--- config.mk ---
export PLATFORM = sky130hd
export DESIGN_NAME = alu_unit_top
export DESIGN_NICKNAME = d
export VERILOG_FILES = /design/src/hdl/alu_pkg.sv /design/src/hdl/alu_wb_front.sv /design/src/hdl/alu_cmd_fifo.sv /design/src/hdl/alu_exec.sv /design/src/hdl/alu_unit_top.sv
export VERILOG_INCLUDE_DIRS = /design/src /design/src/hdl
export SDC_FILE = /design/constraint.sdc
export NUM_CORES = 1
export LEC_CHECK = 0
export ABC_AREA = 1
export BUFFER_PORTS_ARGS = -buffer_cell sky130_fd_sc_hd__buf_2
export CAP_MARGIN = 20
export CORE_MARGIN = 5
export CORE_UTILIZATION = 25
export CTS_CLUSTER_DIAMETER = 40
export DETAILED_ROUTE_END_ITERATION = 8
export GPL_ROUTABILITY_DRIVEN = 0
export HOLD_SLACK_MARGIN = 0.15
export SLEW_MARGIN = 5
export SYNTH_ARGS = -nofsm -noshare
export SYNTH_HDL_FRONTEND = slang
export SYNTH_HIERARCHICAL = 1
export SYNTH_SLANG_ARGS = --single-unit
--- constraint.sdc ---
create_clock -name clk -period 6.9 [get_ports clk]
set_clock_uncertainty 0.05 [all_clocks]
set_input_delay 0.69 -clock clk [delete_from_list [all_inputs] [get_ports clk]]
set_output_delay 0.69 -clock clk [all_outputs]
set_load 0.05 [all_outputs]
--- src/hdl/alu_cfg.svh ---
/* widths, FIFO depth and Wishbone register offsets of the ALU coprocessor
   include this file wherever one of the macros is needed */
`ifndef ALU_CFG_SVH
`define ALU_CFG_SVH

// operand and result width
`define ALU_W 32

// command FIFO depth and the width of its level count (0..depth)
`define ALU_FIFO_DEPTH 4
`define ALU_LVL_W 3

// sequence tag, wraps after 2**ALU_TAG_W commands
`define ALU_TAG_W 4

// byte offsets on wb_adr[3:0]
`define ALU_REG_SRC1 4'h0
`define ALU_REG_SRC2 4'h4
`define ALU_REG_CMD 4'h8
`define ALU_REG_STAT 4'hc

`endif

--- src/hdl/alu_pkg.sv ---
/* shared types of the ALU coprocessor: op codes, second operand view,
   command and result records passed between front end, FIFO and execute stage */
`include "alu_cfg.svh"

package alu_pkg;

	// op codes in the numbering of the core's ALU control field
	// 14 and 15 are not defined and produce zero
	typedef enum logic [3:0] {
		OP_ADD   = 4'd0,
		OP_SUB   = 4'd1,
		OP_SLL   = 4'd2,
		OP_SLT   = 4'd3,
		OP_SLTU  = 4'd4,
		OP_XOR   = 4'd5,
		OP_SRL   = 4'd6,
		OP_SRA   = 4'd7,
		OP_OR    = 4'd8,
		OP_AND   = 4'd9,
		OP_PASS2 = 4'd10,
		OP_SRLI  = 4'd11,
		OP_SLLI  = 4'd12,
		OP_SRAI  = 4'd13
	} alu_op_e;

	// second operand, either the whole word or an immediate shift amount
	typedef union packed {
		logic [`ALU_W-1:0] word;
		struct packed {
			logic [`ALU_W-6:0] unused;
			logic [4:0]        shamt;
		} sh;
	} alu_src2_u;

	// one queued command, 72 bits
	typedef struct packed {
		logic [`ALU_TAG_W-1:0] tag;
		alu_op_e               op;
		logic [`ALU_W-1:0]     src1;
		alu_src2_u             src2;
	} alu_cmd_t;

	// one result beat, 37 bits
	typedef struct packed {
		logic [`ALU_TAG_W-1:0] tag;
		logic [`ALU_W-1:0]     data;
		logic                  zero;
	} alu_res_t;

endpackage

--- src/hdl/alu_wb_front.sv ---
/* Wishbone classic slave in front of the command FIFO
   holds both operands, reports FIFO status and turns CMD writes into tagged commands */
`timescale 1ns/1ps
`include "alu_cfg.svh"

module alu_wb_front
	import alu_pkg::*;
(
	input  logic                  clk,
	input  logic                  arst_n,
	// Wishbone classic slave
	input  logic                  wb_cyc,
	input  logic                  wb_stb,
	input  logic                  wb_we,
	input  logic [3:0]            wb_adr,
	input  logic [`ALU_W-1:0]     wb_dat_w,
	output logic [`ALU_W-1:0]     wb_dat_r,
	output logic                  wb_ack,
	// command FIFO write side
	output logic                  push,
	output alu_cmd_t              push_cmd,
	input  logic                  full,
	input  logic [`ALU_LVL_W-1:0] level
);

	logic                  req;
	logic                  cmd_wr;
	logic                  do_ack;
	logic [`ALU_W-1:0]     rd_data;
	logic [`ALU_W-1:0]     src1_q;
	alu_src2_u             src2_q;
	logic [`ALU_TAG_W-1:0] tag_q;

	// ack is registered, so the cycle that shows ack must not count as a new request
	assign req = wb_cyc & wb_stb & ~wb_ack;
	assign cmd_wr = req & wb_we & (wb_adr == `ALU_REG_CMD);

	// a CMD write waits here while the FIFO is full
	assign push = cmd_wr & ~full;
	// everything else is answered right away
	assign do_ack = req & (~cmd_wr | ~full);

	// read mux, unmapped offsets and CMD read as zero
	always_comb begin
		rd_data = '0;
		case (wb_adr)
			`ALU_REG_SRC1: rd_data = src1_q;
			`ALU_REG_SRC2: rd_data = src2_q.word;
			`ALU_REG_STAT: rd_data = {{(`ALU_W-`ALU_LVL_W-1){1'b0}}, full, level};
			default: rd_data = '0;
		endcase
	end

	// command built from the operands as they stand at the CMD write
	always_comb begin
		push_cmd.tag = tag_q;
		push_cmd.op = alu_op_e'(wb_dat_w[3:0]);
		push_cmd.src1 = src1_q;
		push_cmd.src2 = src2_q;
	end

	// ack pulse, operand registers and tag counter
	always_ff @(posedge clk or negedge arst_n) begin
		if (!arst_n) begin
			wb_ack <= 1'b0;
			src1_q <= '0;
			src2_q <= '0;
			tag_q <= '0;
		end else begin
			wb_ack <= do_ack;
			if (do_ack && wb_we) begin
				// writes land on the same edge as the ack
				if (wb_adr == `ALU_REG_SRC1) begin
					src1_q <= wb_dat_w;
				end
				if (wb_adr == `ALU_REG_SRC2) begin
					src2_q.word <= wb_dat_w;
				end
			end
			// tag moves on only when a command really went in
			if (push) begin
				tag_q <= tag_q + 1'b1;
			end
		end
	end

	// read data only matters while ack is high
	always_ff @(posedge clk) begin
		if (do_ack) begin
			wb_dat_r <= rd_data;
		end
	end

endmodule

--- src/hdl/alu_cmd_fifo.sv ---
/* show-ahead circular FIFO of command structs between bus front end and execute stage
   the head entry is visible on pop_cmd whenever pop_valid is high */
`timescale 1ns/1ps
`include "alu_cfg.svh"

module alu_cmd_fifo
	import alu_pkg::*;
(
	input  logic                  clk,
	input  logic                  arst_n,
	// write side
	input  logic                  push,
	input  alu_cmd_t              push_cmd,
	output logic                  full,
	output logic [`ALU_LVL_W-1:0] level,
	// read side
	input  logic                  pop,
	output logic                  pop_valid,
	output alu_cmd_t              pop_cmd
);

	localparam int PTR_W = $clog2(`ALU_FIFO_DEPTH);

	alu_cmd_t              mem [`ALU_FIFO_DEPTH];
	logic [PTR_W-1:0]      wr_ptr;
	logic [PTR_W-1:0]      rd_ptr;
	logic [`ALU_LVL_W-1:0] count;
	logic                  do_push;
	logic                  do_pop;

	assign full = (count == `ALU_LVL_W'(`ALU_FIFO_DEPTH));
	assign level = count;
	assign pop_valid = (count != '0);
	// head straight out of the array
	assign pop_cmd = mem[rd_ptr];

	// drop requests that cannot be served
	assign do_push = push & ~full;
	assign do_pop = pop & pop_valid;

	// pointers and level, a push and a pop on the same edge leave the level alone
	always_ff @(posedge clk or negedge arst_n) begin
		if (!arst_n) begin
			wr_ptr <= '0;
			rd_ptr <= '0;
			count <= '0;
		end else begin
			if (do_push) begin
				wr_ptr <= (wr_ptr == PTR_W'(`ALU_FIFO_DEPTH - 1)) ? '0 : wr_ptr + 1'b1;
			end
			if (do_pop) begin
				rd_ptr <= (rd_ptr == PTR_W'(`ALU_FIFO_DEPTH - 1)) ? '0 : rd_ptr + 1'b1;
			end
			case ({do_push, do_pop})
				2'b10: count <= count + 1'b1;
				2'b01: count <= count - 1'b1;
				default: count <= count;
			endcase
		end
	end

	// storage
	always_ff @(posedge clk) begin
		if (do_push) begin
			mem[wr_ptr] <= push_cmd;
		end
	end

endmodule

--- src/hdl/alu_exec.sv ---
/* execute stage: takes the FIFO head, computes result and zero flag
   and holds them in an output register that drains through a valid/ready port */
`timescale 1ns/1ps
`include "alu_cfg.svh"

module alu_exec
	import alu_pkg::*;
(
	input  logic     clk,
	input  logic     arst_n,
	// FIFO head
	input  logic     pop_valid,
	input  alu_cmd_t pop_cmd,
	output logic     pop,
	// result stream
	output logic     res_valid,
	output alu_res_t res,
	input  logic     res_ready
);

	logic [`ALU_W-1:0] src1;
	logic [`ALU_W-1:0] src2;
	logic [4:0]        shamt;
	logic [`ALU_W-1:0] data;
	logic              zero;

	assign src1 = pop_cmd.src1;
	// register shifts and logic ops see the whole word
	assign src2 = pop_cmd.src2.word;
	// immediate shifts only see the low five bits
	assign shamt = pop_cmd.src2.sh.shamt;

	// take the head when the output register is empty or drains this cycle
	assign pop = pop_valid & (~res_valid | res_ready);

	// result mux
	always_comb begin
		data = '0;
		case (pop_cmd.op)
			OP_ADD: data = src1 + src2;
			OP_SUB: data = src1 - src2;
			// full-word shift amount, 32 and up shifts everything out
			OP_SLL: data = src1 << src2;
			OP_SRL: data = src1 >> src2;
			// sign fill for large amounts
			OP_SRA: data = $signed(src1) >>> src2;
			OP_SLT: data = {{(`ALU_W-1){1'b0}}, $signed(src1) < $signed(src2)};
			OP_SLTU: data = {{(`ALU_W-1){1'b0}}, src1 < src2};
			OP_XOR: data = src1 ^ src2;
			OP_OR: data = src1 | src2;
			OP_AND: data = src1 & src2;
			OP_PASS2: data = src2;
			OP_SRLI: data = src1 >> shamt;
			OP_SLLI: data = src1 << shamt;
			OP_SRAI: data = $signed(src1) >>> shamt;
			// codes 14 and 15
			default: data = '0;
		endcase
	end

	// zero flag is taken on the final result, also for the compare codes
	assign zero = (data == '0);

	// valid flag of the output register
	always_ff @(posedge clk or negedge arst_n) begin
		if (!arst_n) begin
			res_valid <= 1'b0;
		end else if (pop) begin
			res_valid <= 1'b1;
		end else if (res_ready) begin
			res_valid <= 1'b0;
		end
	end

	// payload only changes on a pop, so it stays put while stalled
	always_ff @(posedge clk) begin
		if (pop) begin
			res.tag <= pop_cmd.tag;
			res.data <= data;
			res.zero <= zero;
		end
	end

endmodule

--- src/hdl/alu_unit_top.sv ---
/* top of the ALU coprocessor: Wishbone front end, command FIFO and execute stage
   commands enter through the bus and results leave on the valid/ready port in issue order */
`timescale 1ns/1ps
`include "alu_cfg.svh"

module alu_unit_top
	import alu_pkg::*;
(
	input  logic              clk,
	input  logic              arst_n,
	// Wishbone classic slave
	input  logic              wb_cyc,
	input  logic              wb_stb,
	input  logic              wb_we,
	input  logic [3:0]        wb_adr,
	input  logic [`ALU_W-1:0] wb_dat_w,
	output logic [`ALU_W-1:0] wb_dat_r,
	output logic              wb_ack,
	// result stream
	output logic              res_valid,
	output alu_res_t          res,
	input  logic              res_ready
);

	// front end to FIFO
	logic                  push;
	alu_cmd_t              push_cmd;
	logic                  full;
	logic [`ALU_LVL_W-1:0] level;
	// FIFO to execute stage
	logic                  pop;
	logic                  pop_valid;
	alu_cmd_t              pop_cmd;

	alu_wb_front alu_wb_front_i (
		.clk      (clk),
		.arst_n   (arst_n),
		.wb_cyc   (wb_cyc),
		.wb_stb   (wb_stb),
		.wb_we    (wb_we),
		.wb_adr   (wb_adr),
		.wb_dat_w (wb_dat_w),
		.wb_dat_r (wb_dat_r),
		.wb_ack   (wb_ack),
		.push     (push),
		.push_cmd (push_cmd),
		.full     (full),
		.level    (level)
	);

	alu_cmd_fifo alu_cmd_fifo_i (
		.clk       (clk),
		.arst_n    (arst_n),
		.push      (push),
		.push_cmd  (push_cmd),
		.full      (full),
		.level     (level),
		.pop       (pop),
		.pop_valid (pop_valid),
		.pop_cmd   (pop_cmd)
	);

	alu_exec alu_exec_i (
		.clk       (clk),
		.arst_n    (arst_n),
		.pop_valid (pop_valid),
		.pop_cmd   (pop_cmd),
		.pop       (pop),
		.res_valid (res_valid),
		.res       (res),
		.res_ready (res_ready)
	);

endmodule

==> key figures <==
Outcome
  • Status: completed

Die
  • Number of cell rows: 124
  • Die height: 348 um
  • # IOs: 113
  • Initial Util: 25.1%
  • Die area: 0.121 sq mm
  • CORE AREA: 0.114 sq mm
  • Die X-Extent: 348 um

Place
  • Hpwl dp: 78000 um
  • Setup slack at placement: 1.38 ns
  • PortBufs: 112
  • Dpl cell area: 0.0305 sq mm
  • Placed Instances: 5077

Timing
  • Slew HR: 20.1%
  • RSZ-0062 raised after global routing: false
  • Final worst path period share: 83.4%
  • Worst Tran Pin Value: 1.19 ns
  • Fmax: 174 MHz
  • Total Negative Setup Slacks: 0 ns
  • Setup ws final: 1.15 ns
  • Fin. max-slew vios: 0
  • Final setup vio count: 0
  • Fin. Hold Viols: 0
  • Fin crit period: 5.75 ns

Worst setup path
  • Reg2reg start: alu_cmd_fifo_i/rd_ptr[0]$_DFFE_PN0P_
  • Crit end category: flop
  • Crit path launch type: flop
  • Most frequent CP cell: nand2_1
  • R2R cell count: 26
  • WP data arrival: 6.18 ns
  • Reg2reg end: alu_exec_i/res[0]$_DFFE_PP_
  • Crit path largest cell delay: 1.05 ns
  • Crit path max-delay cell type: dfrtp_4
  • Worst endpoint required time: 7.33 ns
  • CP Max Fanout: 95
  • CP top delay family: simple AND/OR/NAND/NOR gates
  • Reg-to-reg slack, setup: 1.15 ns
  • Buffers & Inverters on Critical Path: 3
  • Critical path class: flop to flop

Global routing
  • Vias in the first global route: 25.3k
  • GRT Total Usage: 17.0%
  • Grt ovf: 0
  • First-pass GRT wire length: 160000 um
  • Initial antenna violation count: 1
  • Largest net degree at the start of global routing: 104

Routing
  • Final WL: 107000 um
  • WL/cell: 20.6 um
  • DR DRC count: 0
  • 1st-iter DRT viols: 4179
  • Post-DRT Antenna Nets: 0
  • DRT Pass-1 Iters: 9
  • Routed via count: 27.1k
  • Number of vias per cell: 5.23

Clocking
  • Clock transition at path regs: 0.06 ns
  • Clock Latency Late Sink: 0.63 ns
  • Total CTS buffers: 56
  • Clk sinks: 434
  • Cts repair resizes: 0
  • CTS tree: done
  • H-tree depth: 2
  • Setup bufs post-CTS: 0
  • Clock buffer depth: 3
  • Clock root cell: clkbuf_16

Synthesis
  • Seq/Total Area, Yosys: 44.2%
  • Area contributors post-synth: edfxtp_1, nand2_1, nand3_1
  • Ys async rst share: 17.7%
  • Area of the mapped netlist: 0.0286 sq mm
  • Top_reg_cell synth: edfxtp_1
  • #FFs+latches synth: 434
  • EDFF count, synth: 357
  • Syn nets: 3770
  • Yosys warning total: 6
  • Area leader, netlist: edfxtp_1
  • Most frequent cell after synthesis: nand2_1
  • Distinct cells, synth: 60
  • Syn_area_per_cell: 7.90 sq um
  • Synth Instances: 3622
  • Area share of the largest cell type after synthesis: 37.5%
  • Post-synth top cells: nand2_1, nand3_1, edfxtp_1, inv_1, nor2_1

Layout
  • Layout cells sized above 1: 9.04%
  • Area Overhead vs Synth: 13.6%
  • Final cell count without fillers: 5183
  • Nets: 3772
  • N_diodes: 0
  • Non-Filler Cell Area, Final: 0.0325 sq mm

Worst hold path
  • Worst min path class: input pin to flop
  • Min-delay src: wb_dat_w[21]
  • Worst Hold End: alu_wb_front_i/src2_q[21]$_DFFE_PN0P_
  • WHS Path Cells: 3

Job
  • Max_cap viols: 0
-- worst register-to-register path: stages, from the launching register on --
cell      delay [ns]
dfrtp_4         1.05
buf_4           0.55
buf_4           0.36
nand2_1         0.10
o211ai_1        0.08
nand2_1         0.17
inv_1           0.15
nand2_1         0.06
nor2_1          0.14
nand2_1         0.08
nor2_2          0.12
nand2_4         0.11
nand2_4         0.39
nand2_1         0.45
nand3_1         0.22
nand3_1         0.11
nand3_1         0.17
nand3_1         0.13
nand3_1         0.16
nand3_1         0.10
nand2_1         0.18
nand3_1         0.18
nor2_1          0.16
nand2_1         0.07
nor2_1          0.11
nand2_1         0.06
nor2_1          0.09
-- metrics by stage --
| step | hold WS, ns | utilization [%] |
|---|---|---|
| after floorplan | 0.344 | - |
| after global placement | 0.443 | 26.7 |
| after detailed placement | 0.439 | 26.7 |
| after CTS | 0.181 | 28.5 |
| after global routing | 0.202 | 28.5 |
| final | 0.222 | 28.5 |
-- worst max-delay path by stage --
| stage | startpoint | end | slack, ns | cells after the start |
|---|---|---|---|---|
| 3_5_place_dp | alu_cmd_fifo_i/rd_ptr[0]$_DFFE_PN0P_ | alu_exec_i/res[0]$_DFFE_PP_ | 1.38 | 27 |
| 5_1_grt | alu_cmd_fifo_i/rd_ptr[0]$_DFFE_PN0P_ | alu_exec_i/res[0]$_DFFE_PP_ | 0.78 | 26 |
| 2_1_floorplan | wb_adr[3] | alu_cmd_fifo_i/mem[0][0]$_DFFE_PP_ | 1.76 | 6 |
| 4_1_cts | alu_cmd_fifo_i/rd_ptr[0]$_DFFE_PN0P_ | alu_exec_i/res[0]$_DFFE_PP_ | 1.31 | 27 |
| 3_3_place_gp | alu_cmd_fifo_i/rd_ptr[0]$_DFFE_PN0P_ | alu_exec_i/res[0]$_DFFE_PP_ | 1.41 | 26 |
| 6_report | alu_cmd_fifo_i/rd_ptr[0]$_DFFE_PN0P_ | alu_exec_i/res[0]$_DFFE_PP_ | 1.15 | 26 |
-- sequential cells by signal (all words and copies together), names as in the netlist --
register and count:
alu_wb_front_i/wb_ack 1, alu_cmd_fifo_i/level 3, alu_wb_front_i/src2_q 32, alu_exec_i/res 37
alu_cmd_fifo_i/mem 288, alu_wb_front_i/wb_dat_r 32, alu_wb_front_i/tag_q 4, alu_cmd_fifo_i/rd_ptr 2
alu_exec_i/res_valid 1, alu_wb_front_i/src1_q 32, alu_cmd_fifo_i/wr_ptr 2
-- timing repair --
item | CTS | global route
hold endpoints to repair | 14 | 0
setup endpoints to repair | 0 | 0
hold buffers | 1 | 0
-- kinds of logic (layout without fill, tap and decap cells) --
group	Yosys count	in the layout	share of synthesized area (%)
multiplexers	3	3	0.105
buffers and inverters	586	635	8.76
AND/OR/NAND/NOR	1833	1833	27.5
XOR/XNOR	12	12	0.367
adder cells (fa/ha/maj)	106	106	4.71
flip-flops	434	434	44.2
AO/OA/AOI/OAI	648	648	14.4
-- area by class of cell --
cell class | instances | area (sq um)
fill | 12200 | 81500
multi-input combinational | 2602 | 13500
sequential | 434 | 12700
tap | 1512 | 1890
clock buffer | 63 | 1470
inverter | 362 | 1360
timing repair buffer | 168 | 1020
clock inverter | 42 | 594
-- metal layers --
| metal | up-vias | global-route usage [%] | wire [um] |
|---|---|---|---|
| met4 | 2 | 7.84 | 6010 |
| met3 | 340 | 4.82 | 12700 |
| met2 | 1599 | 24.7 | 43800 |
| met5 | - | 0 | 13 |
| li1 | 12400 | - | - |
| met1 | 12700 | 23.3 | 44500 |
-- placed cells by master, fill, tap and decap left out, types with 9 or more instances in the layout --
master     synthesis  routed
a21oi_1          138     136
a22o_1            28      28
o21ai_1           16      16
inv_1            339     338
nand2_1          982     978
inv_2             18      19
o211ai_1         195     195
a221oi_1          20      20
nor2_1           217     212
edfxtp_1         357     357
nand4_1           24      24
o22ai_1           21      21
nor2_4             4       9
buf_2             95     111
bufinv_16          0      11
nand3_1          547     547
clkinv_2           1       9
nor3_1            17      17
dfrtp_1           77      75
a31oi_1           12      12
clkbuf_16          0      56
o221ai_1           9       9
ha_1             103     103
o21ai_0          166     166
buf_4             12      54
Power is left out: the tool's default activity adds up to more than one toggle a clock period on the data nets, which glitch-free logic cannot reach.
